$ cat src/rtl/mem_region_pkg.sv
package mem_region_pkg;

  // bus widths
  localparam int unsigned ADDR_WIDTH = 32;
  localparam int unsigned DATA_WIDTH = 32;
  localparam int unsigned BE_WIDTH   = 4;

  // byte offset of a word inside an address
  localparam int unsigned BYTE_OFFSET = $clog2(BE_WIDTH);

  // data ram geometry, 4096 words
  localparam int unsigned RAM_ADDR_WIDTH = 12;
  localparam int unsigned RAM_WORDS      = 1 << RAM_ADDR_WIDTH;

  // local region decode on the upper address bits
  localparam int unsigned            REGION_TAG_WIDTH = 12;
  localparam logic [REGION_TAG_WIDTH-1:0] REGION_TAG  = 12'h001;

  // responses the demux may owe at once
  localparam int unsigned LSU_MAX_OUTSTANDING = 2;
  localparam int unsigned LSU_CNT_WIDTH       = $clog2(LSU_MAX_OUTSTANDING + 1);

  typedef enum logic [0:0] {
    OP_READ  = 1'b0,
    OP_WRITE = 1'b1
  } mem_op_e;

  // source of the next response to the load/store unit
  typedef enum logic [0:0] {
    TARGET_RAM = 1'b0,
    TARGET_EXT = 1'b1
  } mem_target_e;

  // 69 bits
  typedef struct packed {
    logic [ADDR_WIDTH-1:0] addr;
    mem_op_e               op;
    logic [BE_WIDTH-1:0]   be;
    logic [DATA_WIDTH-1:0] wdata;
  } mem_req_t;

  typedef logic [DATA_WIDTH-1:0] mem_rdata_t;

endpackage

$ cat src/rtl/lsu_demux.sv
`timescale 1ns/1ps

module lsu_demux
  import mem_region_pkg::*;
(
  input  logic       clk,
  input  logic       rst_n,

  // load/store side
  input  logic       lsu_valid_i,
  output logic       lsu_ready_o,
  input  mem_req_t   lsu_req_i,
  output logic       lsu_rsp_valid_o,
  output mem_rdata_t lsu_rdata_o,

  // local data ram side
  output logic       ram_valid_o,
  input  logic       ram_ready_i,
  output mem_req_t   ram_req_o,
  input  logic       ram_rsp_valid_i,
  input  mem_rdata_t ram_rdata_i,

  // external bus side
  output logic       ext_valid_o,
  input  logic       ext_ready_i,
  output mem_req_t   ext_req_o,
  input  logic       ext_rsp_valid_i,
  input  mem_rdata_t ext_rdata_i
);

  mem_target_e              new_target;
  mem_target_e              target_q;
  logic [LSU_CNT_WIDTH-1:0] cnt_q;
  logic [LSU_CNT_WIDTH-1:0] cnt_d;
  logic                     has_room;
  logic                     order_ok;
  logic                     can_issue;
  logic                     target_ready;
  logic                     accept;

  // address decode
  assign new_target = (lsu_req_i.addr[ADDR_WIDTH-1 -: REGION_TAG_WIDTH] == REGION_TAG) ?
                      TARGET_RAM : TARGET_EXT;

  // responses must come back in order, so only one target may owe them
  assign has_room  = (cnt_q < LSU_CNT_WIDTH'(LSU_MAX_OUTSTANDING));
  assign order_ok  = (cnt_q == '0) || (new_target == target_q);
  assign can_issue = lsu_valid_i && has_room && order_ok;

  assign ram_valid_o = can_issue && (new_target == TARGET_RAM);
  assign ext_valid_o = can_issue && (new_target == TARGET_EXT);
  assign ram_req_o   = lsu_req_i;
  assign ext_req_o   = lsu_req_i;

  assign target_ready = (new_target == TARGET_RAM) ? ram_ready_i : ext_ready_i;
  assign lsu_ready_o  = lsu_valid_i && has_room && order_ok && target_ready;
  assign accept       = lsu_ready_o;

  // response select from the recorded target
  always_comb
  begin
    if (target_q == TARGET_RAM)
    begin
      lsu_rsp_valid_o = ram_rsp_valid_i;
      lsu_rdata_o     = ram_rdata_i;
    end
    else
    begin
      lsu_rsp_valid_o = ext_rsp_valid_i;
      lsu_rdata_o     = ext_rdata_i;
    end
  end

  always_comb
  begin
    cnt_d = cnt_q;
    case ({accept, lsu_rsp_valid_o})
      2'b10:   cnt_d = cnt_q + LSU_CNT_WIDTH'(1);
      2'b01:   cnt_d = cnt_q - LSU_CNT_WIDTH'(1);
      default: cnt_d = cnt_q;
    endcase
  end

  always_ff @(posedge clk, negedge rst_n)
  begin
    if (!rst_n)
    begin
      cnt_q    <= '0;
      target_q <= TARGET_RAM;
    end
    else
    begin
      cnt_q <= cnt_d;
      if (accept)
      begin
        target_q <= new_target;
      end
    end
  end

  // the other source stays quiet while this one owes responses
  assert property (@(posedge clk) disable iff (!rst_n)
    (cnt_q != '0) |->
      !((target_q == TARGET_RAM) ? ext_rsp_valid_i : ram_rsp_valid_i))
    else $error("response from target not recorded as owing one");

  assert property (@(posedge clk) disable iff (!rst_n)
    cnt_q <= LSU_CNT_WIDTH'(LSU_MAX_OUTSTANDING))
    else $error("outstanding count above limit");

  // a response needs a request in flight
  assert property (@(posedge clk) disable iff (!rst_n)
    lsu_rsp_valid_o |-> (cnt_q != '0))
    else $error("response with nothing outstanding");

endmodule

$ cat config.mk
export PLATFORM = sky130hd
export DESIGN_NAME = lsu_demux
export DESIGN_NICKNAME = d
export VERILOG_FILES = /design/src/rtl/mem_region_pkg.sv /design/src/rtl/lsu_demux.sv
export SDC_FILE = /design/constraint.sdc
export NUM_CORES = 1
export LEC_CHECK = 0
export BUFFER_PORTS_ARGS = -buffer_cell sky130_fd_sc_hd__buf_2
export CORE_AREA = 2 2 123 125
export CTS_CLUSTER_DIAMETER = 30
export DETAILED_ROUTE_END_ITERATION = 16
export DIE_AREA = 0 0 125 127
export SETUP_SLACK_MARGIN = 0.1
export SYNTH_ARGS = -nofsm -noshare
export SYNTH_HDL_FRONTEND = slang
export SYNTH_SLANG_ARGS = --single-unit
export TNS_END_PERCENT = 50
$ cat constraint.sdc
create_clock -name clk -period 1.7 [get_ports clk]
set_input_delay 0.085 -clock clk [delete_from_list [all_inputs] [get_ports clk]]
set_output_delay 0.085 -clock clk [all_outputs]
set_load 0.05 [all_outputs]
==> impl_metrics.tcl <==
set metrics [dict create \
    hold_path_depth 0 \
    first_pass_iters 4 \
    synth_cells 200 \
    drt_iter0_markers 39 \
    insertion_delay_ns 0.22 \
    drt_wl_total_um 4710 \
    grt_max_degree 37 \
    r2r_cells 5 \
    grt_pass1_vias 1176 \
    via_count 1227 \
    ys_ff_latch 3 \
    status "complete, no violations" \
    numCtsBuffers 3 \
    hold_viol 0 \
    fin_crit_ns 1.62 \
    placed_cells 396 \
    die_x_um 125 \
    pwr_density_cell_nw_per_um2 624 \
    route.detailed.drc 0 \
    antenna_found_initial 0 \
    cts_tree "yes" \
    rows 44 \
    port_buffers 142 \
    clk_path_buf_depth 2 \
    die-height_um 127 \
    arrival_ns 1.72 \
    grt_overflow 0 \
    synthToLayoutAreaGrowth_pct 10.1 \
    crit_path_start_kind "input pin" \
    drtAntennaViolNets 0 \
    rsz0062_at_grt "true" \
    maxCapViolCount 0 \
    final_util_pct 13.0 \
    critPathCaptureType "flip-flop" \
    slew-limit-headroom_pct 80.9 \
    slowest_stage "nor4_4" \
    clock_skew_ns 0.00203 \
    syn_area_per_cell_sq_um 8.50 \
    fin_area_sq_um 1870 \
    rrSetupSlack_ns 0.11 \
    r2r_end "cnt_q[1]" \
    hold_end "ext_req_o[34]" \
    nets 360 \
    drive_gt1_share_pct 84.9 \
    dieArea_sq_um 15900 \
    fin_hold_ws_ns 0.170 \
    cp_max_fo 3 \
    synth-seq-area-share_pct 4.42 \
    yosysUniqueCellTypes 22 \
    setup_viol 0 \
    vdd_drop_max_mv 0.205 \
    p_leak_uw 0.000926 \
    path_class "in2reg" \
    hold_path.class "in2out" \
    max_freq_ghz 0.618 \
    path_cells "buf_8 > nor4_4 > nand3_2 > mux2i_2 > a211o_1 > ha_2 > nor2_1 > xor2_1" \
    core-area_sq_um 14400 \
    placed_area_sq_um 1680 \
    start_util_pct 11.8 \
    cts_sinks 3 \
    track_usage_pct 5.13 \
    path_clk_slew_ns 0.03 \
    place_congestion 0.778 \
    syn-cell-area_sq_um 1700 \
    dp_hpwl_um 3960 \
    htreeDepth 1 \
    final_max_slew_viol_count 0 \
    period_share_pct 95.1 \
    num_io_pins 314 \
    routed_via_density 3.05 \
    cts_root_buf "clkbuf_16" \
    yosys_warnings 0 \
    avgRoutedWirePerCell_um 11.7 \
    syn_nets 341 \
    worst_pin_slew_ns 0.284 \
    grt_pass1_wl_um 6260 \
    hold_path_startpoint "lsu_req_i[34]" \
    reg2reg_from "target_q" \
    crit_required_ns 1.80 \
    fin_cells 402 \
    diodes 0 \
    max_stage_delay_ns 0.33 \
]
-- per-stage QoR --
| step | TNS (ns) | power [uW] | setup slack (ns) |
|---|---|---|---|
| floorplan | -0.597 | 1320 | -0.265 |
| detailed placement | -0.347 | 783 | -0.222 |
| finish | 0 | 1170 | 0.0830 |
| CTS | 0 | 1170 | 0.0812 |
| global route | -0.0262 | 1220 | -0.0262 |
| global placement | -0.350 | 782 | -0.227 |
-- timing repair --
| action | in CTS | in global routing |
|---|---|---|
| hold buffers | 1 | 0 |
| endpoints found under the setup margin | 35 | 28 |
| endpoints found under the hold margin | 3 | 0 |
| pin swaps | 5 | 4 |
| gates resized for setup | 6 | 12 |
| buffers inserted | 0 | 1 |
| gates cloned | 0 | 1 |
-- how the worst max path moves through the flow --
stage,start,to,cells after the start,slack [ns]
detailed placement,lsu_req_i[63],cnt_q[1],8,-0.22
CTS,lsu_req_i[68],cnt_q[1],9,0.08
global route,lsu_req_i[63],cnt_q[1],9,-0.03
global placement,lsu_req_i[63],cnt_q[1],9,-0.23
finish,lsu_req_i[63],cnt_q[1],8,0.08
floorplan,target_q,ram_valid_o,3,-0.27
-- kinds of logic after synthesis --
logic type	synth area share [%]
multiplexers	22.5
XOR/XNOR	2.06
adder cells (fa/ha/maj)	0.736
flip-flops	4.42
AND/OR/NAND/NOR	5.60
buffers and inverters	62.4
AO/OA/AOI/OAI	2.36
-- flip-flops by register name (all words and copies together), names as in the netlist --
register	flops
target_q	1
cnt_q	2
-- report_power, final --
part | internal [uW] | total [uW] | switching (uW) | leakage (uW)
clock | 309 | 370 | 60.6 | 0.0000382
combinational | 234 | 661 | 427 | 0.000857
sequential | 98.0 | 136 | 37.7 | 0.0000318
-- layout make-up --
cell class	count	area [sq um]
tap	184	230
timing repair buffer	157	885
clock buffer	4	78.8
fill	1643	12600
sequential	3	76.3
multi-input combinational	54	601
-- cell usage in the layout, fill, tap and decap left out, drive strengths merged --
cell	Yosys	layout
clkbuf	1	5
a211o	1	1
a211oi	2	2
nor2	2	2
a21o	1	1
mux2i	1	1
xnor2	2	2
nand2b	1	1
dfrtp	3	3
mux2	33	33
xor2	2	2
nor4	2	2
nand2	1	1
dlygate4sd3	0	1
ha	1	1
a22o	1	1
buf	142	155
nand3	1	1
nor2b	1	1
nor4b	1	1
nor3b	1	1
-- worst max-delay path, delay by kind of cell --
family                   cells  cell delay, ns
AND/OR/NAND/NOR              3            0.57
adder cells (fa/ha/maj)      1            0.33
AO/OA/AOI/OAI                1            0.27
multiplexers                 1            0.20
XOR/XNOR                     1            0.15
buffers and inverters        1            0.10
-- layer usage --
layer	GRT usage [%]	part of all wire, %
met3	2.09	13
met5	0	0
met1	4.75	32
met4	3.59	6.0
met2	9.21	48
-- synth_stat cells --
master / number / area (sq um)
nand3_2: 1 / 10.0
clkbuf_1: 1 / 3.75
nand2_1: 1 / 3.75
xor2_1: 2 / 17.5
a211oi_1: 2 / 15.0
nor3b_2: 1 / 12.5
nor4_2: 2 / 25.0
xnor2_1: 2 / 17.5
buf_4: 138 / 1040
mux2i_1: 1 / 10.0
a211o_1: 1 / 8.76
mux2_2: 15 / 169
a22o_1: 1 / 8.76
buf_2: 4 / 20.0
a21o_1: 1 / 7.51
ha_1: 1 / 12.5
mux2_1: 18 / 203
nor2_1: 2 / 7.51
nand2b_1: 1 / 6.26
dfrtp_1: 3 / 75.1
nor2b_1: 1 / 6.26
nor4b_4: 1 / 23.8
No activity file was read; power rests on OpenSTA's default activity.
