## config.mk

```make
export PLATFORM = sky130hd
export DESIGN_NAME = ram_port_arbiter
export DESIGN_NICKNAME = d
export VERILOG_FILES = /design/src/rtl/mem_region_pkg.sv /design/src/rtl/ram_port_arbiter.sv
export SDC_FILE = /design/constraint.sdc
export NUM_CORES = 1
export LEC_CHECK = 0
export BUFFER_PORTS_ARGS = -buffer_cell sky130_fd_sc_hd__buf_2
export CORE_AREA = 2 2 112 114
export CTS_CLUSTER_SIZE = 14
export DETAILED_ROUTE_END_ITERATION = 10
export DIE_AREA = 0 0 114 116
export GPL_ROUTABILITY_DRIVEN = 0
export SYNTH_ARGS = -nofsm -noshare
export SYNTH_HDL_FRONTEND = slang
export SYNTH_SLANG_ARGS = --single-unit
```

## constraint.sdc

```tcl
create_clock -name clk -period 1.4 [get_ports clk]
set_input_delay 0.14 -clock clk [delete_from_list [all_inputs] [get_ports clk]]
set_output_delay 0.14 -clock clk [all_outputs]
set_load 0.01 [all_outputs]
```

## src/rtl/mem_region_pkg.sv

```systemverilog
package mem_region_pkg;

  // bus widths
  localparam int unsigned ADDR_WIDTH = 32;
  localparam int unsigned DATA_WIDTH = 32;
  localparam int unsigned BE_WIDTH   = 4;

  // byte offset of a word inside an address
  localparam int unsigned BYTE_OFFSET = $clog2(BE_WIDTH);

  // data ram geometry, 4096 words
  localparam int unsigned RAM_ADDR_WIDTH = 12;
  localparam int unsigned RAM_WORDS      = 1 << RAM_ADDR_WIDTH;

  // local region decode on the upper address bits
  localparam int unsigned            REGION_TAG_WIDTH = 12;
  localparam logic [REGION_TAG_WIDTH-1:0] REGION_TAG  = 12'h001;

  // responses the demux may owe at once
  localparam int unsigned LSU_MAX_OUTSTANDING = 2;
  localparam int unsigned LSU_CNT_WIDTH       = $clog2(LSU_MAX_OUTSTANDING + 1);

  typedef enum logic [0:0] {
    OP_READ  = 1'b0,
    OP_WRITE = 1'b1
  } mem_op_e;

  // source of the next response to the load/store unit
  typedef enum logic [0:0] {
    TARGET_RAM = 1'b0,
    TARGET_EXT = 1'b1
  } mem_target_e;

  // 69 bits
  typedef struct packed {
    logic [ADDR_WIDTH-1:0] addr;
    mem_op_e               op;
    logic [BE_WIDTH-1:0]   be;
    logic [DATA_WIDTH-1:0] wdata;
  } mem_req_t;

  typedef logic [DATA_WIDTH-1:0] mem_rdata_t;

endpackage

```

## src/rtl/ram_port_arbiter.sv

```systemverilog
`timescale 1ns/1ps

module ram_port_arbiter
  import mem_region_pkg::*;
(
  input  logic                      clk,
  input  logic                      rst_n,

  // slave side is always served first
  input  logic                      slv_valid_i,
  output logic                      slv_ready_o,
  input  mem_req_t                  slv_req_i,
  output logic                      slv_rsp_valid_o,
  output mem_rdata_t                slv_rdata_o,

  // core side
  input  logic                      core_valid_i,
  output logic                      core_ready_o,
  input  mem_req_t                  core_req_i,
  output logic                      core_rsp_valid_o,
  output mem_rdata_t                core_rdata_o,

  // single-port ram
  output logic                      ram_en_o,
  output logic [RAM_ADDR_WIDTH-1:0] ram_index_o,
  output mem_op_e                   ram_op_o,
  output logic [BE_WIDTH-1:0]       ram_be_o,
  output logic [DATA_WIDTH-1:0]     ram_wdata_o,
  input  mem_rdata_t                ram_rdata_i
);

  mem_req_t sel_req;
  logic     slv_gnt;
  logic     core_gnt;
  logic     slv_gnt_q;
  logic     core_gnt_q;

  // slave port never waits
  assign slv_ready_o  = 1'b1;
  assign core_ready_o = !slv_valid_i;

  assign slv_gnt  = slv_valid_i;
  assign core_gnt = core_valid_i && !slv_valid_i;

  assign sel_req = slv_gnt ? slv_req_i : core_req_i;

  assign ram_en_o    = slv_gnt || core_gnt;
  assign ram_index_o = sel_req.addr[BYTE_OFFSET +: RAM_ADDR_WIDTH];
  assign ram_op_o    = sel_req.op;
  assign ram_be_o    = sel_req.be;
  assign ram_wdata_o = sel_req.wdata;

  // remember who owns the ram output next cycle
  always_ff @(posedge clk, negedge rst_n)
  begin
    if (!rst_n)
    begin
      slv_gnt_q  <= 1'b0;
      core_gnt_q <= 1'b0;
    end
    else
    begin
      slv_gnt_q  <= slv_gnt;
      core_gnt_q <= core_gnt;
    end
  end

  assign slv_rsp_valid_o  = slv_gnt_q;
  assign core_rsp_valid_o = core_gnt_q;

  always_comb
  begin
    slv_rdata_o  = '0;
    core_rdata_o = '0;
    if (slv_gnt_q)
    begin
      slv_rdata_o = ram_rdata_i;
    end
    if (core_gnt_q)
    begin
      core_rdata_o = ram_rdata_i;
    end
  end

  assert property (@(posedge clk) disable iff (!rst_n)
    !(slv_rsp_valid_o && core_rsp_valid_o))
    else $error("both ram ports answered in one cycle");

endmodule

```

==> results of run 1 <==
-- cells in the mapped netlist --
master and number:
and2_1 64, mux2_4 47, clkbuf_1 6, buf_12 4, dfrtp_1 2, mux2_2 2
buf_4 1, buf_6 1, buf_8 1, conb_1 1, inv_1 1, nor2b_1 1
or2_2 1
-- sequential cells by signal, summed over array words and instances (netlist names) --
register          count
slv_rsp_valid_o       1
core_rsp_valid_o      1
-- area by class of cell --
class | instances | area (um^2)
tap | 147 | 184
inverter | 1 | 3.75
sequential | 2 | 50.0
clock buffer | 3 | 75.1
fill | 1344 | 9100
multi-input combinational | 116 | 1140
timing repair buffer | 262 | 1360
-- logic make-up after synthesis --
| family | count (synthesis) |
|---|---|
| buffers and inverters | 14 |
| DFF | 2 |
| muxes | 49 |
| other | 1 |
| and+or+nand+nor | 66 |
-- per-stage QoR --
stage	cell area, um^2	util	instances	power, mW	setup slack (ps)
after CTS	2810	0.236	531	1.35	111
after global placement	2730	0.229	527	0.908	122
after detailed placement	2730	0.229	527	0.914	115
final	2810	0.236	531	1.33	149
after floorplan	1340	-	132	0.511	440
after global routing	2810	0.236	531	1.41	92.6
-- power groups by stage --
stage                     clock network [mW]  registers [mW]  logic (mW)
after floorplan                            0          0.0664       0.445
after global placement                     0          0.0624       0.846
after detailed placement                   0          0.0624       0.852
after CTS                              0.429          0.0618       0.856
after global routing                   0.438          0.0619       0.911
final                                  0.424          0.0618       0.843
-- per-layer routing --
metal | part of all wire | routed length [um]
met4 | 0.0046 | 27
met2 | 0.54 | 3190
met5 | 0 | 0
met3 | 0.083 | 490
met1 | 0.37 | 2210
-- worst paths after layout --
kind                         startpoint               end  cells past startpoint
max in group asynchronous         rst_n  core_rsp_valid_o                      2
max                         slv_valid_i   ram_wdata_o[18]                      4
min                        core_valid_i  core_rsp_valid_o                      2
min in group asynchronous         rst_n   slv_rsp_valid_o                      2
==> metrics.cfg, run 1 <==
[routing]
wl_mm=5.92
vias_per_cell=3.51
vias=1866
ant_nets=0
wl_per_cell_um=11.2
first_iter_violations=31
first_pass_iters=3
post-route-drc-count=0

[critical_path]
worstSetupEndpointType=primary output
start_kind=input pin
cp_slowest_stage_delay_ps=310
crit_required_ps=1260
critPathMaxFanout=11
cp_num_buf_inv=3
crit_arrival_ps=1110
path_common_cell=buf_2
crit_chain=buf_2 -> buf_4 -> mux2_4 -> buf_2
path_class=input pin to primary output
path_delay_family=buffers and inverters
crit_slowest_cell=mux2_4

[clock_network]
post-cts-setup-buffers=0
root_buffer=clkbuf_16
clkSlewWorstSetupHoldPaths_ps=30
cts_buffers=3
ctsHoldBuffers=1
clockBufferDepth=2
ctsResizeCount=0
cts_sinks=2
ctsHtreeMaxLevel=1
cts_tree=yes

[yosys]
synth_compound_area_frac=0
synth_top_area_share=0.529
synth.distinct_cells=13
yosys_warnings=0
syn_avg_cell_area_um2=10.1
synthSimpleGateAreaFrac=0.309
synth_adder_area_share=0
seq_area_frac_synth=0.0375
synth_top_family_by_area=multiplexers
synth_xor_area_frac=0
synth_area_um2=1340
synth_cells=132
synth.area.mux_share=0.545
syn_nets=306
ys_top_cells_by_area=mux2_4 53%, and2_1 30%, buf_12 6.0%
synth_top_cell_by_area=mux2_4
ys_ff_latch=2

[hold_path]
hp-class=input pin to flip-flop

[grt]
grt_pass1_vias=1683
grt_overflow=0
use_met3=0.0110
antenna_found_initial=0
top_usage_layer=met2
gr-usage-met1=0.0828
grt_usage=0.0741
use_met2=0.148
grt_pass1_wl_mm=7.84
grt_max_degree=34

[status]
outcome=complete, no violations

[place]
dp_hpwl_mm=5.38
io_buffers=250

[floorplan]
die_area_um2=13200
core_area_um2=11900
die_w_um=114
die_height_um=116
num_rows=40
start_util=0.112
ios=292

[timing]
fin_crit_ps=1250
final.setup.tns_ps=0
drv_slew=0
max_freq_ghz=0.800
finalHoldViolCount=0
fin_crit_sh=0.893
hold_slack_ps=159
rsz0062_at_grt=false
setup_viol=0

[power]
p_int_mw=0.913
p_leak_nw=1.76
power_frac_seq=0.047
power_per_cell_area_nw_per_um2=472
clockPowerShare=0.319
worst_ir_drop_vdd_uv=242
switching_share=0.313
p_sw_mw=0.415
combPwrFrac=0.635

[finish]
layout_commonest_cell=buf_2
mostFrequentLayoutCells=250 x buf_2, 64 x and2_1, 47 x mux2_4, 10 x buf_4, 3 x clkbuf_16
syn_to_final_growth_pct=111
nets=560
antenna_cells=0
drive_above_1_share=0.818

[flow_run]
drv_cap=0

Power figures use the tool's default switching activity.
==> inputs of run 2 (changes only) <==
Settings changed: CORE_AREA 2 2 112 114 to 2 2 113 115, DIE_AREA 0 0 114 116 to 0 0 115 117.
Clock period 1.4 ns to 1.35 ns, I/O delays scaled along.
==> metrics.cfg, run 2 (synthesized netlist as in run 1, its figures left out) <==
[critical_path]
crit_arrival_ps=1110
start_kind=flip-flop
worstSetupEndpointType=primary output
cp-startpoint=slv_rsp_valid_o
path_class=flip-flop to primary output
crit_end=slv_rdata_o[27]
critPathMaxFanout=33
crit_required_ps=1220

[finish]
antenna_cells=0
drive_above_1_share=0.814
syn_to_final_growth_pct=108
layout_commonest_cell=buf_2
mostFrequentLayoutCells=250 x buf_2, 64 x and2_1, 47 x mux2_4, 3 x clkbuf_16
nets=553

[floorplan]
core_area_um2=12300
num_rows=41
ios=292
die_area_um2=13500
start_util=0.108
die_height_um=117
die_w_um=115

[power]
worst_ir_drop_vdd_uv=282
power_per_cell_area_nw_per_um2=491
p_leak_nw=1.73

[timing]
finalHoldViolCount=0
final.setup.tns_ps=0
fin_crit_ps=1240
setup_viol=0
hold_slack_ps=188
max_freq_ghz=0.804
drv_slew=0
fin_crit_sh=0.922
rsz0062_at_grt=false

[grt]
antenna_found_initial=0
grt_overflow=0
use_met3=0.0160
grt_pass1_vias=1615
grt_pass1_wl_mm=7.27
use_met2=0.148
top_usage_layer=met2
grt_usage=0.0715
gr-usage-met1=0.0677
grt_max_degree=36

[clock_network]
post-cts-setup-buffers=0
cts_tree=yes
clockBufferDepth=2
cts_sinks=2
cts_buffers=3
ctsHtreeMaxLevel=1
clkSlewWorstSetupHoldPaths_ps=30
root_buffer=clkbuf_16

[flow_run]
drv_cap=0

[routing]
wl_mm=5.75
post-route-drc-count=0
first_iter_violations=22
wl_per_cell_um=10.9
vias=1840
ant_nets=0
vias_per_cell=3.49
first_pass_iters=3

[hold_path]
hp-class=input pin to flip-flop

[place]
dp_hpwl_mm=5.04
io_buffers=250

[status]
outcome=complete, no violations

-- run 2: power by group --
group	internal, mW	total [mW]	switching (mW)
clock network	0.377	0.443	0.0664
registers	0.0635	0.0644	0.000948
logic	0.499	0.859	0.360
total	0.940	1.37	0.427
-- run 2: per-stage QoR --
| step | setup WS, ps | utilization | area, um^2 | std cells | power [mW] |
|---|---|---|---|---|---|
| after global routing | 34.7 | 0.226 | 2780 | 527 | 1.46 |
| after CTS | 48.0 | 0.226 | 2780 | 527 | 1.39 |
| after detailed placement | 162 | 0.219 | 2690 | 523 | 0.932 |
| after floorplan | 395 | - | 1340 | 132 | 0.530 |
| after global placement | 166 | 0.219 | 2690 | 523 | 0.927 |
| final | 105 | 0.226 | 2780 | 527 | 1.37 |
-- run 2: metal layers --
layer	vias up	part of all wire	wire length [um]
li1	921	-	-
met1	772	0.35	1990
met2	145	0.55	3170
met3	2	0.093	537
met4	0	0.0080	46
met5	-	0	0
-- run 2: timing repair --
action	4_1_cts	5_1_grt
endpoints found under the hold margin	2	0
endpoints found under the setup margin	0	1
hold buffers	1	0
resized for setup	0	1
-- run 2: layout make-up --
cell class	count	area (um^2)
clock buffers	3	75.1
multi-input cells	116	1140
inverters	1	3.75
repair buffers	255	1320
well taps	150	188
fillers	1382	9530
flip-flops and latches	2	50.0
-- run 2: worst min path at each step --
stage                       startpoint  slack, ps          endpoint  depth (start not counted)
after floorplan                  rst_n       -160  core_rsp_valid_o                          0
after global placement           rst_n        -70   slv_rsp_valid_o                          1
after detailed placement         rst_n        -70   slv_rsp_valid_o                          1
after CTS                 core_valid_i        200  core_rsp_valid_o                          2
after global routing      core_valid_i        220  core_rsp_valid_o                          2
final                     core_valid_i        190  core_rsp_valid_o                          2
-- run 2: critical path, stage by stage, from the launching register on --
cell,delay [ps]
dfrtp_1,310
buf_4,270
and2_1,180
buf_2,130
==> inputs of run 3 (changes only) <==
Settings changed: REMOVE_ABC_BUFFERS set to 1.
==> metrics.cfg, run 3 (synthesized netlist as in run 1, its figures left out) <==
[status]
outcome=complete, no violations

[finish]
drive_above_1_share=0.815
antenna_cells=0
layout_commonest_cell=buf_2
nets=554
syn_to_final_growth_pct=109
mostFrequentLayoutCells=250 x buf_2, 64 x and2_1, 47 x mux2_4, 3 x clkbuf_16, 3 x buf_4

[timing]
finalHoldViolCount=0
final.setup.tns_ps=0
setup_viol=0
drv_slew=0
fin_crit_ps=1250
rsz0062_at_grt=false
fin_crit_sh=0.923
max_freq_ghz=0.803

[grt]
antenna_found_initial=1
grt_usage=0.0798
gr-usage-met1=0.0842
grt_pass1_wl_mm=8.04
grt_overflow=0
top_usage_layer=met2
grt_max_degree=34
grt_pass1_vias=1557
use_met2=0.161
use_met3=0.0252

[floorplan]
ios=292
start_util=0.108
die_w_um=115
die_area_um2=13500
core_area_um2=12300
num_rows=41
die_height_um=117

[routing]
first_pass_iters=4
vias=1847
post-route-drc-count=0
vias_per_cell=3.50
ant_nets=0
wl_mm=6.39
wl_per_cell_um=12.1
first_iter_violations=11

[clock_network]
cts_tree=yes
clkSlewWorstSetupHoldPaths_ps=30
cts_buffers=3
post-cts-setup-buffers=0
clockBufferDepth=2
root_buffer=clkbuf_16
ctsHtreeMaxLevel=1
cts_sinks=2
ctsResizeCount=0

[critical_path]
crit_end=core_rdata_o[16]
worstSetupEndpointType=primary output
start_kind=flip-flop
path_class=flip-flop to primary output
crit_required_ps=1220
crit_arrival_ps=1110
critPathMaxFanout=33
cp-startpoint=core_rsp_valid_o

[power]
p_total_mw=1.36
power_per_cell_area_nw_per_um2=489
p_leak_nw=1.73
worst_ir_drop_vdd_uv=185

[place]
io_buffers=250
dp_hpwl_mm=5.76

[hold_path]
min_from=core_valid_i
hp-class=input pin to flip-flop

[flow_run]
drv_cap=0

-- run 3: through the flow --
| step | worst slack [ps] | util | instances | hold WS, ps | area [um^2] |
|---|---|---|---|---|---|
| final | 104 | 0.226 | 528 | 214 | 2790 |
| after detailed placement | 195 | 0.219 | 524 | -76.6 | 2700 |
| after global routing | 20.0 | 0.226 | 528 | 225 | 2790 |
| after CTS | 58.9 | 0.226 | 528 | 212 | 2790 |
| after floorplan | 319 | - | 119 | -161 | 1200 |
| after global placement | 189 | 0.219 | 524 | -78.4 | 2700 |
-- run 3: power by group --
part,leakage (nW),switching [mW],internal (mW)
logic,1.67,0.357,0.500
registers,0.0245,0.000680,0.0634
clock network,0.0370,0.0654,0.377
-- run 3: how the worst min path moves through the flow --
| stage | cells past startpoint | slack (ps) | to |
|---|---|---|---|
| after floorplan | 0 | -160 | core_rsp_valid_o |
| after global placement | 1 | -80 | slv_rsp_valid_o |
| after detailed placement | 1 | -80 | slv_rsp_valid_o |
| after CTS | 2 | 210 | core_rsp_valid_o |
| after global routing | 2 | 220 | core_rsp_valid_o |
| final | 2 | 210 | core_rsp_valid_o |
-- run 3: area by class of cell --
class	instances	area [um^2]
clock buffer	3	75.1
fill	1350	9530
inverter	1	3.75
multi-input combinational	116	1140
sequential	2	50.0
tap	150	188
timing repair buffer	256	1320
-- run 3: timing repair --
| action | in CTS | in global routing |
|---|---|---|
| endpoints found under the setup margin | 0 | 0 |
| hold buffers | 1 | 0 |
| endpoints found under the hold margin | 2 | 0 |
-- run 3: worst max-delay path, cell delays in order, from the launching register on --
cell	delay (ps)
dfrtp_1	340
buf_4	220
and2_1	190
buf_2	130
-- run 3: per-layer routing --
layer / vias to the layer above / wire (um)
li1: 923 / -
met1: 768 / 2330
met2: 154 / 3300
met3: 2 / 738
met4: 0 / 14
met5: - / 0
